==> config.mk <==
export PLATFORM = sky130hd
export DESIGN_NAME = sub_ctrl
export DESIGN_NICKNAME = d
export VERILOG_FILES = /design/src/sub_ctrl.sv
export SDC_FILE = /design/constraint.sdc
export NUM_CORES = 1
export LEC_CHECK = 0
export ABC_AREA = 0
export ABC_CLOCK_PERIOD_IN_PS = 1450
export BUFFER_PORTS_ARGS = -buffer_cell sky130_fd_sc_hd__buf_4
export CORE_AREA = 10 10 47 49
export CTS_BUF_LIST = sky130_fd_sc_hd__clkbuf_4
export DETAILED_ROUTE_END_ITERATION = 10
export DIE_AREA = 0 0 57 59
export GPL_TIMING_DRIVEN = 0
export SLEW_MARGIN = 20
export SYNTH_ARGS = -nofsm -noshare
export SYNTH_HDL_FRONTEND = slang
export SYNTH_SLANG_ARGS = --single-unit
==> constraint.sdc <==
create_clock -name clk -period 1.45 [get_ports clk]
set_input_delay 0.0725 -clock clk [delete_from_list [all_inputs] [get_ports clk]]
set_output_delay 0.0725 -clock clk [all_outputs]
set_load 0.02 [all_outputs]
==> src/sub_ctrl.sv <==
`timescale 1ns/1ps

module sub_ctrl #(
    parameter int RST_TICKS = 15
) (
    input  logic clk,
    input  logic rst_n,
    input  logic cen,
    input  logic mcu_rstb,
    input  logic main_nmi_set,
    input  logic nmi_ack_wr,
    input  logic irq_wr,
    output logic sub_rst_n,
    output logic sub_nmi_n,
    output logic main_irq
);

    // One spare bit so that RST_TICKS itself fits
    localparam int CW = $clog2(RST_TICKS + 2);

    logic [CW-1:0] rst_cnt;
    logic          nmi_set_q;
    logic          nmi_rise;
    logic          nmi_latch;

    // Reset stretcher
    // Counts cen ticks, restarted by either reset source
    always_ff @(posedge clk or negedge rst_n) begin
        if (!rst_n) begin
            rst_cnt   <= CW'(RST_TICKS);
            sub_rst_n <= 1'b0;
        end else if (!mcu_rstb) begin
            // Main CPU holds the sub in reset
            rst_cnt   <= CW'(RST_TICKS);
            sub_rst_n <= 1'b0;
        end else if (cen) begin
            if (rst_cnt != '0) begin
                rst_cnt <= rst_cnt - 1'b1;
            end
            // Release on the tick that empties the counter
            sub_rst_n <= (rst_cnt <= CW'(1));
        end
    end

    // Request edge from the main side
    always_ff @(posedge clk or negedge rst_n) begin
        if (!rst_n) begin
            nmi_set_q <= 1'b0;
        end else begin
            nmi_set_q <= main_nmi_set;
        end
    end

    assign nmi_rise = main_nmi_set & ~nmi_set_q;

    // NMI latch
    // Held clear while the sub CPU sits in reset
    always_ff @(posedge clk or negedge rst_n) begin
        if (!rst_n) begin
            nmi_latch <= 1'b0;
        end else if (!sub_rst_n) begin
            nmi_latch <= 1'b0;
        end else if (nmi_rise) begin
            // New request beats a simultaneous acknowledge
            nmi_latch <= 1'b1;
        end else if (nmi_ack_wr) begin
            nmi_latch <= 1'b0;
        end
    end

    assign sub_nmi_n = ~nmi_latch;

    // Single cycle interrupt pulse to the main CPU
    always_ff @(posedge clk or negedge rst_n) begin
        if (!rst_n) begin
            main_irq <= 1'b0;
        end else begin
            main_irq <= irq_wr;
        end
    end

endmodule

=== Word-level counts from Yosys, hierarchy flattened ===
Cells that the tools add are included.

* $mul: 0
* Muxes and demuxes: 8
* Bitwise logic cells: 3
* Magnitude comparators: 1
* Add/sub/neg operators: 1
* Div/mod/pow operators: 0
* Reduce and logical (&&, ||, !) cells: 2
* Shift-type cells: 0
* Equality and inequality tests: 3

{| class="wikitable"
|+ Operators with widths
! operator !! number
|-
| two-way mux 5 bit || 3
|-
| <= comparator 5 x 1 -> 1 bit, second input constant || 1
|-
| two-way mux 1 bit || 5
|-
| nonzero test 5 bit || 1
|-
| subtractor 5 x 1 -> 5 bit, second input constant || 1
|-
| inequality test 3 x 2 -> 1 bit, second input constant || 1
|-
| inequality test 2 x 1 -> 1 bit, second input constant || 1
|-
| inequality test 2 bit, second input constant || 1
|-
| inverter 1 bit || 2
|-
| AND reduction 2 bit || 1
|-
| AND 1 bit || 1
|}

* Output and inout port bits: 3
* Memories kept: 0
* Bits in read-only memories: 0
* RAM bits: 0
* Register bits after elaboration: 9
* Latch bits: 0

=== Depth between registers and ports, before layout ===
* Depth after elaboration: 4
* Mapped depth: 5
* Gate-level depth less buffers: 5

=== Worst setup path before layout ===
Ideal clock, no wire load.

* Path type: reg2reg
* Start: register rst_cnt[0]
* End: register rst_cnt[0]
* Required time: 1365 ps
* Data arrival time: 1354 ps
* Setup slack: 12 ps
* Cell stages (with the launch flop): 6
* Cells stage by stage: dfstp_2 > inv_1 > ha_1 > nand2b_4 > o31a_1 > mux2_1

* Word-level cells in the longest chain between the ends: 4

{| class="wikitable"
|+ Ends and longest elaborated chain
! what !! line !! text
|-
| start: declaration || 21 || <nowiki>logic [CW-1:0] rst_cnt;</nowiki>
|-
| start signal: assignment || 30 || <nowiki>rst_cnt <= CW'(RST_TICKS);</nowiki>
|-
| start signal: assignment || 34 || <nowiki>rst_cnt <= CW'(RST_TICKS);</nowiki>
|-
| start signal: assignment || 38 || <nowiki>rst_cnt <= rst_cnt - 1'b1;</nowiki>
|-
| subtractor 5 x 1 -> 5 bit || 38 ||
|-
| two-way mux 5 bit || 37 || <nowiki>if (rst_cnt != '0) begin</nowiki>
|-
| two-way mux 5 bit || 36 || <nowiki>end else if (cen) begin</nowiki>
|-
| two-way mux 5 bit || 32 || <nowiki>end else if (!mcu_rstb) begin</nowiki>
|}

Several ways; a longest one is shown, not always the timed one. The select of a mux whose other input is x is not followed.
A chain may end at the register's enable or synchronous reset.

=== Worst setup path in the final report ===
Same ends and word-level chain as after synthesis.

==> impl_metrics.tcl <==
set metrics [dict create \
    timing.final.crit_period_ns 1.40 \
    dp_slack_ns -0.0668 \
    groute.usage.overall_pct 6.00 \
    timing.clock.skew_ns 0.00351 \
    ctsHtreeMaxLevel 1 \
    routed_wire_length_per_instance_um 12.1 \
    syn-num-nets 49 \
    synth_sequential_area_ratio_pct 52.9 \
    pin_count 10 \
    mostFrequentLayoutCell "sky130_fd_sc_hd__buf_4" \
    flow.area_growth_from_synthesis_pct 38.5 \
    finalMaxSlewViolations 0 \
    worstSetupStartpointType "flop" \
    antenna_left 0 \
    delay_of_the_slowest_critical_path_stage_ns 0.53 \
    synth-compound-area-share_pct 14.7 \
    max-vdd-ir-drop_v 0.000487 \
    max_slew.worst_pin.slew_ns 0.352 \
    arrival_ns 1.59 \
    io_buffers 8 \
    place_congestion 0.760 \
    numCtsBuffers 3 \
    globalRouteOverflowTotal 0 \
    largest_net_degree_at_the_start_of_global_routing 10 \
    relSlewSlack_pct 76.2 \
    drt_iter0_markers 2 \
    die_y_um 59 \
    p_total_mw 0.550 \
    post_dp_area_um2 515 \
    synthesized_instance_count 40 \
    yosysTopAreaCellShare_pct 28.7 \
    fp-row-count 14 \
    worst_hold_path_type "in2reg" \
    cp_slowest_cell "sky130_fd_sc_hd__dfstp_2" \
    filler_cell_count 148 \
    post-route-worst-setup-slack_ns 0.0466 \
    synth-seq-cells 9 \
    post-route-cell-area_um2 603 \
    clock-root-buffer "sky130_fd_sc_hd__clkbuf_4" \
    post_synth_xor_area_fraction_pct 0 \
    synth_fa_ha_area_share_pct 5.75 \
    layout_common_cells "10 x sky130_fd_sc_hd__buf_4, 6 x sky130_fd_sc_hd__nand2_1, 5 x sky130_fd_sc_hd__dfrtp_1" \
    route.vias.total 350 \
    clock_latency_ns 0.26 \
    min_period_over_period_pct 96.8 \
    cts.path.max_buffers 2 \
    diodes_inserted 0 \
    core_region_area_um2 1400 \
    path_cells "inv_1, ha_4, nand2b_4, o31a_1, mux2_1" \
    firstDrtPassIters 2 \
    critical_path.endpoint_type "flop" \
    synth.mux.area_fraction_pct 5.17 \
    post_drt_via_cell_ratio 4.79 \
    drt_wl_total_um 886 \
    drive_above_1_share_pct 38.6 \
    critical-path-top-delay-family "flip-flops" \
    cts.reportedPaths.clkPinSlew_ns 0.06 \
    rsz0062_at_grt "true" \
    cts_tree "done" \
    initial_utilization_pct 31.1 \
    tritoncts_num_sinks 9 \
    grt_antenna_before_repair 0 \
    timing.final.setup_violations 0 \
    synth_cell_types 19 \
    total_leakage_power_nw 0.269 \
    die_area_um2 3360 \
    dp_hpwl_um 639 \
    dieWidth_um 57 \
    crit_path_max_fanout 3 \
    crit_path_category "reg2reg" \
    number_of_buffer_and_inverter_stages_on_the_critical_path 1 \
    finalHoldViolCount 0 \
    cellPowerDensity_nw_per_um2 913 \
    num-nets-final 67 \
    crit_required_ns 1.64 \
    max-cap-violations 0 \
    drc 0 \
    top_post_synthesis_cells_by_area "sky130_fd_sc_hd__dfrtp_1 29%, sky130_fd_sc_hd__dfstp_2 24%, sky130_fd_sc_hd__o211ai_1 6.9%" \
    grt_pass1_wl_um 1540 \
    postLayoutCoreUtil_pct 43.0 \
    combinational_family_with_the_most_area_after_synthesis "simple AND/OR/NAND/NOR gates" \
    vias_in_the_first_global_route 370 \
    yosys.area.top_type "sky130_fd_sc_hd__dfrtp_1" \
    syn_area_per_cell_um2 10.9 \
    post_synthesis_share_of_cell_area_spent_on_and_or_nand_and_nor_gates_pct 16.4 \
    fmaxAchievable_ghz 0.713 \
    outcome "finished clean" \
    synth.cell_area_um2 435 \
    yosysWarnings 0 \
]
final cells by class:
type                       count  area [µm²]  area share [%]
tap                           16        20.0            3.32
inverter                       5        18.8            3.11
timing repair buffer          13         105            17.4
multi-input combinational     25         195            32.4
clock buffer                   4        30.0            4.98
sequential                     9         230            38.2
buffer                         1        3.75           0.622
cell families (layout without fill, tap and decap cells):
logic type | count (synthesis) | after routing
AND/OR/NAND/NOR | 13 | 13
flip-flops | 9 | 9
AO/OA/AOI/OAI | 8 | 8
buffers and inverters | 6 | 23
adder cells (fa/ha/maj) | 2 | 2
multiplexers | 2 | 2
through the flow:
step | hold WS [ns] | TNS (ns) | std cells
after floorplan | -0.223 | 0 | 40
after global placement | -0.0971 | -0.132 | 64
after detailed placement | -0.0961 | -0.131 | 64
after CTS | 0.102 | 0 | 72
after global routing | 0.117 | -0.0221 | 73
final | 0.109 | 0 | 73
per-layer routing:
metal | global-route usage [%] | vias up | share of wire, %
li1 | - | 174 | -
met1 | 5.31 | 164 | 39
met2 | 9.92 | 10 | 49
met3 | 4.51 | 2 | 10
met4 | 3.02 | 0 | 1.4
met5 | 0 | - | 0
cell usage after synthesis:
library cell	number
sky130_fd_sc_hd__dfstp_2	4
sky130_fd_sc_hd__nor3_1	1
sky130_fd_sc_hd__clkbuf_1	1
sky130_fd_sc_hd__mux2_1	2
sky130_fd_sc_hd__nor2_1	1
sky130_fd_sc_hd__dfrtp_1	5
sky130_fd_sc_hd__o31a_1	1
sky130_fd_sc_hd__o311a_2	1
sky130_fd_sc_hd__nand2_1	6
sky130_fd_sc_hd__inv_1	5
sky130_fd_sc_hd__nand2b_1	1
sky130_fd_sc_hd__o22ai_1	1
sky130_fd_sc_hd__and2_1	1
sky130_fd_sc_hd__nand2b_4	1
sky130_fd_sc_hd__ha_1	2
sky130_fd_sc_hd__nor4b_1	1
sky130_fd_sc_hd__nand3_1	1
sky130_fd_sc_hd__o211ai_1	4
sky130_fd_sc_hd__a21boi_0	1
power by group:
part	total, mW	internal, mW	switching [mW]
clock network	0.212	0.125	0.0877
registers	0.269	0.264	0.00513
logic	0.0689	0.0366	0.0323
worst paths after layout:
kind	slack, ns	cells past startpoint	from	to
max in group asynchronous	1.07	2	rst_n	rst_cnt[0]
min in group asynchronous	0.16	2	rst_n	rst_cnt[4]
worst min register to register	0.52	1	sub_rst_n	nmi_latch
worst max register to register	0.05	5	rst_cnt[0]	rst_cnt[0]
worst min-delay path	0.11	3	cen	rst_cnt[2]
worst max-delay path	0.05	5	rst_cnt[0]	rst_cnt[0]
state kept, by name, indices dropped and copies added, names as in the netlist:
name	count
main_irq	1
sub_rst_n	1
nmi_latch	1
rst_cnt	5
nmi_set_q	1
tightest hold or removal path, delay by kind of cell:
| family | cells | cell delay [ns] |
|---|---|---|
| buffers and inverters | 1 | 0.13 |
| AO/OA/AOI/OAI | 2 | 0.15 |
timing repair:
action                                  4_1_cts  5_1_grt
resized for setup                             1        2
setup buffers                                 1        1
pin swaps                                     0        1
endpoints found under the setup margin        2        2
hold buffers                                  3        0
endpoints found under the hold margin        11        0
Power figures use the tool's default switching activity.
