File: src/sub_map_pkg.sv
package sub_map_pkg;

    // Sub CPU address word
    // Flat view drives the ROM, I/O view splits C000-FFFF into devices
    typedef union packed {
        logic [15:0] flat;
        struct packed {
            // 11 selects the I/O space at C000 and up
            logic [1:0] bank;
            // Device select: C, D or E page group
            logic [1:0] sel;
            // Sub page inside a 4 kB group
            logic [1:0] page;
            // Byte offset inside a 1 kB page
            logic [9:0] offset;
        } io;
    } sub_addr_u;

    // Bank value of the I/O space
    localparam logic [1:0] IO_BANK = 2'b11;

    // Device selects inside the I/O bank
    // C000 shared RAM
    localparam logic [1:0] SEL_SHARED = 2'b00;
    // D000 NMI acknowledge
    localparam logic [1:0] SEL_NMI_ACK = 2'b01;
    // E000 interrupt to the main CPU
    localparam logic [1:0] SEL_IRQ_MAIN = 2'b10;

    // Only page 0 of the C group holds RAM
    localparam logic [1:0] SHARED_PAGE = 2'b00;

    // ROM occupies everything below this address
    localparam logic [15:0] ROM_TOP = 16'hc000;

    // Value read back from unmapped addresses
    localparam logic [7:0] OPEN_BUS = 8'hff;

endpackage

File: src/sub_bus_pkg.sv
package sub_bus_pkg;

    // Data byte on both CPU buses
    typedef logic [7:0] byte_t;

    // Kind of the sub CPU bus cycle in progress
    // Idle also covers cycles ignored while the main side owns the bus
    typedef enum logic [1:0] {
        CYC_IDLE    = 2'b00,
        CYC_REFRESH = 2'b01,
        CYC_READ    = 2'b10,
        CYC_WRITE   = 2'b11
    } cycle_e;

    // Strobe levels of the sub bus, all active low
    localparam logic STROBE_ON  = 1'b0;
    localparam logic STROBE_OFF = 1'b1;

endpackage

File: src/sub_addr_decode.sv
`timescale 1ns/1ps

module sub_addr_decode (
    input  logic                  clk,
    input  logic                  rst_n,
    input  sub_map_pkg::sub_addr_u sub_addr,
    input  logic                  sub_mreq_n,
    input  logic                  sub_rfsh_n,
    input  logic                  sub_wr_n,
    input  logic                  bus_granted,
    input  sub_bus_pkg::byte_t    rom_data,
    input  logic                  rom_ok,
    input  sub_bus_pkg::byte_t    ram_q,
    output logic                  rom_cs,
    output logic                  sub_wait_n,
    output logic                  shared_cs,
    output logic                  nmi_ack_wr,
    output logic                  irq_wr,
    output logic                  wr_fall,
    output sub_bus_pkg::byte_t    sub_din
);

    sub_bus_pkg::cycle_e cycle;
    logic                in_rom;
    logic                in_io;
    logic                in_shared;
    logic                in_nmi_ack;
    logic                in_irq_main;
    logic                access;
    logic                wr_n_q;

    // Cycle classification
    // Nothing is decoded while the main side owns the bus
    always_comb begin
        if (sub_mreq_n == sub_bus_pkg::STROBE_OFF || bus_granted) begin
            cycle = sub_bus_pkg::CYC_IDLE;
        end else if (sub_rfsh_n == sub_bus_pkg::STROBE_ON) begin
            cycle = sub_bus_pkg::CYC_REFRESH;
        end else if (sub_wr_n == sub_bus_pkg::STROBE_ON) begin
            cycle = sub_bus_pkg::CYC_WRITE;
        end else begin
            cycle = sub_bus_pkg::CYC_READ;
        end
    end

    // Real memory access, refresh excluded
    assign access = (cycle == sub_bus_pkg::CYC_READ) || (cycle == sub_bus_pkg::CYC_WRITE);

    // Region decode
    // ROM through the flat view, devices through the I/O fields
    assign in_rom      = sub_addr.flat < sub_map_pkg::ROM_TOP;
    assign in_io       = sub_addr.io.bank == sub_map_pkg::IO_BANK;
    assign in_shared   = in_io && sub_addr.io.sel == sub_map_pkg::SEL_SHARED
                         && sub_addr.io.page == sub_map_pkg::SHARED_PAGE;
    assign in_nmi_ack  = in_io && sub_addr.io.sel == sub_map_pkg::SEL_NMI_ACK;
    assign in_irq_main = in_io && sub_addr.io.sel == sub_map_pkg::SEL_IRQ_MAIN;

    // ROM is only fetched, never written
    assign rom_cs    = (cycle == sub_bus_pkg::CYC_READ) && in_rom;
    assign shared_cs = access && in_shared;

    // Wait state until the ROM data is valid
    assign sub_wait_n = ~(rom_cs & ~rom_ok);

    // Previous write strobe
    always_ff @(posedge clk or negedge rst_n) begin
        if (!rst_n) begin
            wr_n_q <= sub_bus_pkg::STROBE_OFF;
        end else begin
            wr_n_q <= sub_wr_n;
        end
    end

    // First low cycle of sub_wr_n only
    assign wr_fall = wr_n_q & ~sub_wr_n;

    // Device strobes, one per write
    assign nmi_ack_wr = wr_fall && (cycle == sub_bus_pkg::CYC_WRITE) && in_nmi_ack;
    assign irq_wr     = wr_fall && (cycle == sub_bus_pkg::CYC_WRITE) && in_irq_main;

    // Read data
    // RAM output already lags the address by one clock
    always_comb begin
        if (rom_cs) begin
            sub_din = rom_data;
        end else if (shared_cs) begin
            sub_din = ram_q;
        end else begin
            sub_din = sub_map_pkg::OPEN_BUS;
        end
    end

endmodule

File: config.mk
export PLATFORM = sky130hd
export DESIGN_NAME = sub_addr_decode
export DESIGN_NICKNAME = d
export VERILOG_FILES = /design/src/sub_map_pkg.sv /design/src/sub_bus_pkg.sv /design/src/sub_addr_decode.sv
export SDC_FILE = /design/constraint.sdc
export NUM_CORES = 1
export LEC_CHECK = 0
export BUFFER_PORTS_ARGS = -buffer_cell sky130_fd_sc_hd__buf_2
export CAP_MARGIN = 20
export CORE_AREA = 2 2 39 41
export DETAILED_ROUTE_END_ITERATION = 6
export DIE_AREA = 0 0 41 43
export HOLD_SLACK_MARGIN = 0.15
export PLACE_DENSITY = 0.65
export SLEW_MARGIN = 20
export SYNTH_ARGS = -nofsm -noshare
export SYNTH_HDL_FRONTEND = slang
export SYNTH_SLANG_ARGS = --single-unit
File: constraint.sdc
create_clock -name clk -period 1.2 [get_ports clk]
set_input_delay 0.24 -clock clk [delete_from_list [all_inputs] [get_ports clk]]
set_output_delay 0.24 -clock clk [all_outputs]
set_load 0.02 [all_outputs]
Yosys cells after proc, flatten, opt, wreduce, memory -nomap -nowiden
Index checks and enable logic that the tools add are counted.
{"block": "totals", "reg_bits": 1, "latch_bits": 0, "mem_bits_rw": 0, "mem_bits_ro": 0, "input_bits": 39, "elab_cells": 30, "n_memories": 0}
{"block": "op_classes", "add_sub_neg": 0, "n_mul": 0, "div_mod_pow": 0, "order_cmp": 1, "n_eq_ne": 5, "shifts": 0, "mux": 5, "n_bitwise": 5, "reduce_logical": 13}
{"operator": "< comparator 16 bit (second input constant)", "count": 1}
{"operator": "2-to-1 mux 8 bit", "count": 2}
{"operator": "logical AND 1 bit", "count": 9}
{"operator": "equality test 2 bit (second input constant)", "count": 4}
{"operator": "zero test 2 bit", "count": 2}
{"operator": "2-to-1 mux 2 bit", "count": 2}
{"operator": "inverter 1 bit", "count": 3}
{"operator": "AND 1 bit", "count": 2}
{"operator": "equality test 2 x 1 -> 1 bit (second input constant)", "count": 1}
{"operator": "logical OR 1 bit", "count": 2}
{"operator": "2-to-1 mux 1 bit", "count": 1}

Logic depth before layout (Yosys ltp)
{"block": "depth", "depth_word": 8, "depth_mapped": 3, "mapped_depth_nobuf": 3}

Least setup slack after synthesis
Ideal clock, no wire load.
{"block": "synth_path", "path_type": "reg2out", "from": "register wr_n_q", "to": "output nmi_ack_wr", "t_arrival_ns": 1.592, "required_ns": 0.960, "path_slack_ns": -0.632, "path_stages_with_launch": 4, "n_path_buf": 0, "cell_sequence": "dfstp_2 nor2b_1 nand4_1 nor3b_1"}
{"block": "synth_via", "elab_chain_len": 3}
{"item": "start, declared", "line": "sub_addr_decode.sv:30", "rtl": "logic wr_n_q;"}
{"item": "start signal, assigned", "line": "sub_addr_decode.sv:68", "rtl": "wr_n_q <= sub_bus_pkg::STROBE_OFF;"}
{"item": "start signal, assigned", "line": "sub_addr_decode.sv:70", "rtl": "wr_n_q <= sub_wr_n;"}
{"item": "AND 1 bit", "line": "sub_addr_decode.sv:75", "rtl": "assign wr_fall = wr_n_q & ~sub_wr_n;"}
{"item": "net wr_fall", "line": "sub_addr_decode.sv:19", "rtl": "output logic wr_fall,"}
{"item": "logical AND 1 bit (2 in a row)", "line": "sub_addr_decode.sv:78", "rtl": "assign nmi_ack_wr = wr_fall && (cycle == sub_bus_pkg::CYC_WRITE) && in_nmi_ack;"}
{"item": "end, declared", "line": "sub_addr_decode.sv:17", "rtl": "output logic nmi_ack_wr,"}
The timed path passes the listed nets, and every way through them passes these cells.

Worst setup path after layout
{"block": "layout_path", "from": "input sub_addr[12] (netlist bit)", "to": "output sub_din[7]"}
{"block": "layout_via", "elab_chain_len": 6, "elab_cells_between_ends": 8}
{"item": "start, declared", "line": "sub_addr_decode.sv:6", "rtl": "input sub_map_pkg::sub_addr_u sub_addr,"}
{"item": "branches (longest 5 deep; another with < comparator 16 bit)"}
{"item": "2-to-1 mux 8 bit *", "line": "sub_addr_decode.sv:84", "rtl": "if (rom_cs) begin"}
{"item": "end, declared", "line": "sub_addr_decode.sv:20", "rtl": "output sub_bus_pkg::byte_t sub_din"}
Every way passes the cells marked *.

==> run summary <==
Share of layout cells above drive strength 1 - 95.7%
Count of mapped cells out of synthesis - 21
Worst path bufs/invs - 2
Number of detailed-route iterations in the first pass - 1
Global-route wire length before repair - 1360 um
Number of global-route vias before repair - 361
Worst-path maximum fanout - 9
Height of the chip - 43 um
Total negative slack for setup checks - -3.57 ns
Hold violation count in the final report - 0
Library cell with the largest summed area after synthesis - sky130_fd_sc_hd__o22a_1
Total core area - 0.00138 sq mm
Number of hold-repair buffers added at the cts stage - 0
Final Cell Area - 627 sq um
Slowest cell on the critical path - sky130_fd_sc_hd__nor4_4
Die W - 41 um
Netlist area before placement - 213 sq um
Post-detailed-route DRC marker count - 0
Sequential cell area fraction in the yosys report - 12.4%
Initial core utilization - 15.4%
Classification of the worst-slack hold path - in -> async
Library cell appearing most often on the critical path - sky130_fd_sc_hd__buf_2
Arrival time reported for the critical path endpoint - 1.27 ns
Most frequent cells in the layout - sky130_fd_sc_hd__buf_2, sky130_fd_sc_hd__buf_6, sky130_fd_sc_hd__o22a_2, sky130_fd_sc_hd__buf_4, sky130_fd_sc_hd__nor3b_4
Final period utilization - 126%
Maximum number of pins on one net before global-route repair - 10
Post-DR wirelength/cell - 10.2 um
Clock slew at reported path FFs - 0 ns
Failing checks - setup timing
Largest registers - wr_n_q: 1 flops
Final GP Congestion - 0.630
Unique masters post-synth - 12
Layout net count - 111
Critical path startpoint category - input port
Largest voltage drop on the vdd net - 141 uV
Cell area reported after detailed placement - 523 sq um
Worst-case setup margin in the final layout - -0.313 ns
Area Overhead vs Synth - 195%
Total of warnings raised by yosys - 0
GRT Overall Usage - 10.3%
Transition time at the pin with the least slew margin - 0.282 ns
Mapped Nets - 60
Result of the run - finished, violations left
Area share of the leading cell type in the synthesized netlist - 32.9%
Endpoint required time on the critical path - 0.96 ns
Max-slew headroom - 81.2%
Max-slew violations - 0
Cell types occupying the most area after synthesis - sky130_fd_sc_hd__o22a_1, sky130_fd_sc_hd__dfstp_2, sky130_fd_sc_hd__nand4_4
Number of antenna violations at the first check in global routing - 0
Total inserted antenna cells - 0
Utilization of the core after routing - 45.3%
GR Overflow Total - 0
Cell-by-cell trace of the critical path - buf_2 > nor4_4 > nand4_4 > o22a_2 > buf_2
Cell Rows - 14
Unrepaired setup endpoints after global routing - yes
Maxcap violations - 0
Category of the critical setup timing path - in -> out
Final number of setup-violating endpoints - 13
Die area - 0.00176 sq mm
Shortest period the worst path allows - 1.51 ns
Post-synthesis area per instance - 10.1 sq um
Number of flip-flops in the largest register - 1
P per Cell Area - 268 mW/mm^2
Critical Path Sink Type - primary output
Leakage Power - 0.290 nW
Most common library cell in the layout ignoring fill and taps - sky130_fd_sc_hd__buf_2
Antenna violation net count after detailed routing - 0
Peak clock frequency supported by timing - 661 MHz
Family with the most delay on the worst path - simple AND/OR/NAND/NOR gates
Number of flip-flops and latches in the synthesized netlist - 1
Largest register by flop count - wr_n_q
Biggest cell delay along the critical path - 0.29 ns
DR vias - 374
Violation count after the first detailed-route iteration - 0
Count of buffers from port buffering - 42
Vias per Instance - 4.35
Final wirelength - 879 um
Ports placed on the boundary - 53
[Yosys cell counts, drive strengths merged]
cell type / n
o22a: 8
nor3b: 3
inv: 2
nand4: 2
dfstp: 1
nand2: 1
nand3: 1
nor2b: 1
nor4: 1
or2: 1
[report_power, final]
| part | switching, mW | internal, mW |
|---|---|---|
| registers | 0.000422 | 0.0372 |
| clock network | 0 | 0 |
| logic | 0.0571 | 0.0736 |
| total | 0.0575 | 0.111 |
[metrics by stage]
step	power, mW	std cells	hold slack, ns	setup slack, ns
final	0.168	86	0.173	-0.313
after global routing	0.180	86	0.177	-0.382
after CTS	0.167	86	0.174	-0.347
after detailed placement	0.148	82	0.174	-0.387
after global placement	0.146	82	0.172	-0.370
after floorplan	0.0722	21	0.0922	-0.295
[path summary, 6_finish.rpt]
path                              start         end  slack, ns  depth (start not counted)
max in group asynchronous         rst_n      wr_n_q       1.01                          1
min in group clk               sub_wr_n      wr_n_q       0.43                          1
worst min-delay path              rst_n      wr_n_q       0.17                          1
worst max-delay path       sub_addr[12]  sub_din[7]      -0.31                          5
[per-layer routing]
| layer | up-vias | GRT usage, % | routed length (um) |
|---|---|---|---|
| met4 | 0 | 0 | 0 |
| met3 | 0 | 0.524 | 87 |
| met5 | - | 0 | 0 |
| met1 | 163 | 11.1 | 303 |
| li1 | 188 | - | - |
| met2 | 23 | 20.9 | 487 |
[repair_timing]
item,in CTS,in global routing
gates cloned,1,0
endpoints found under the setup margin,13,13
pin swaps,2,2
resized for setup,14,5
setup buffers,3,0
[layout make-up]
class                      instances  area, sq um
fill                             136          757
sequential                         1         26.3
inverter                           2         7.51
tap                               16         20.0
multi-input combinational         19          262
timing repair buffer              48          312
[cell families (layout without fill, tap and decap cells)]
logic type,after synthesis,count (layout),share of synthesized area [%]
DFF,1,1,12.4
AOI/OAI and AO/OA,8,8,32.9
and+or+nand+nor,10,11,51.2
buffers and inverters,2,50,3.53
Note: power is estimated with default switching activity, not from simulation.
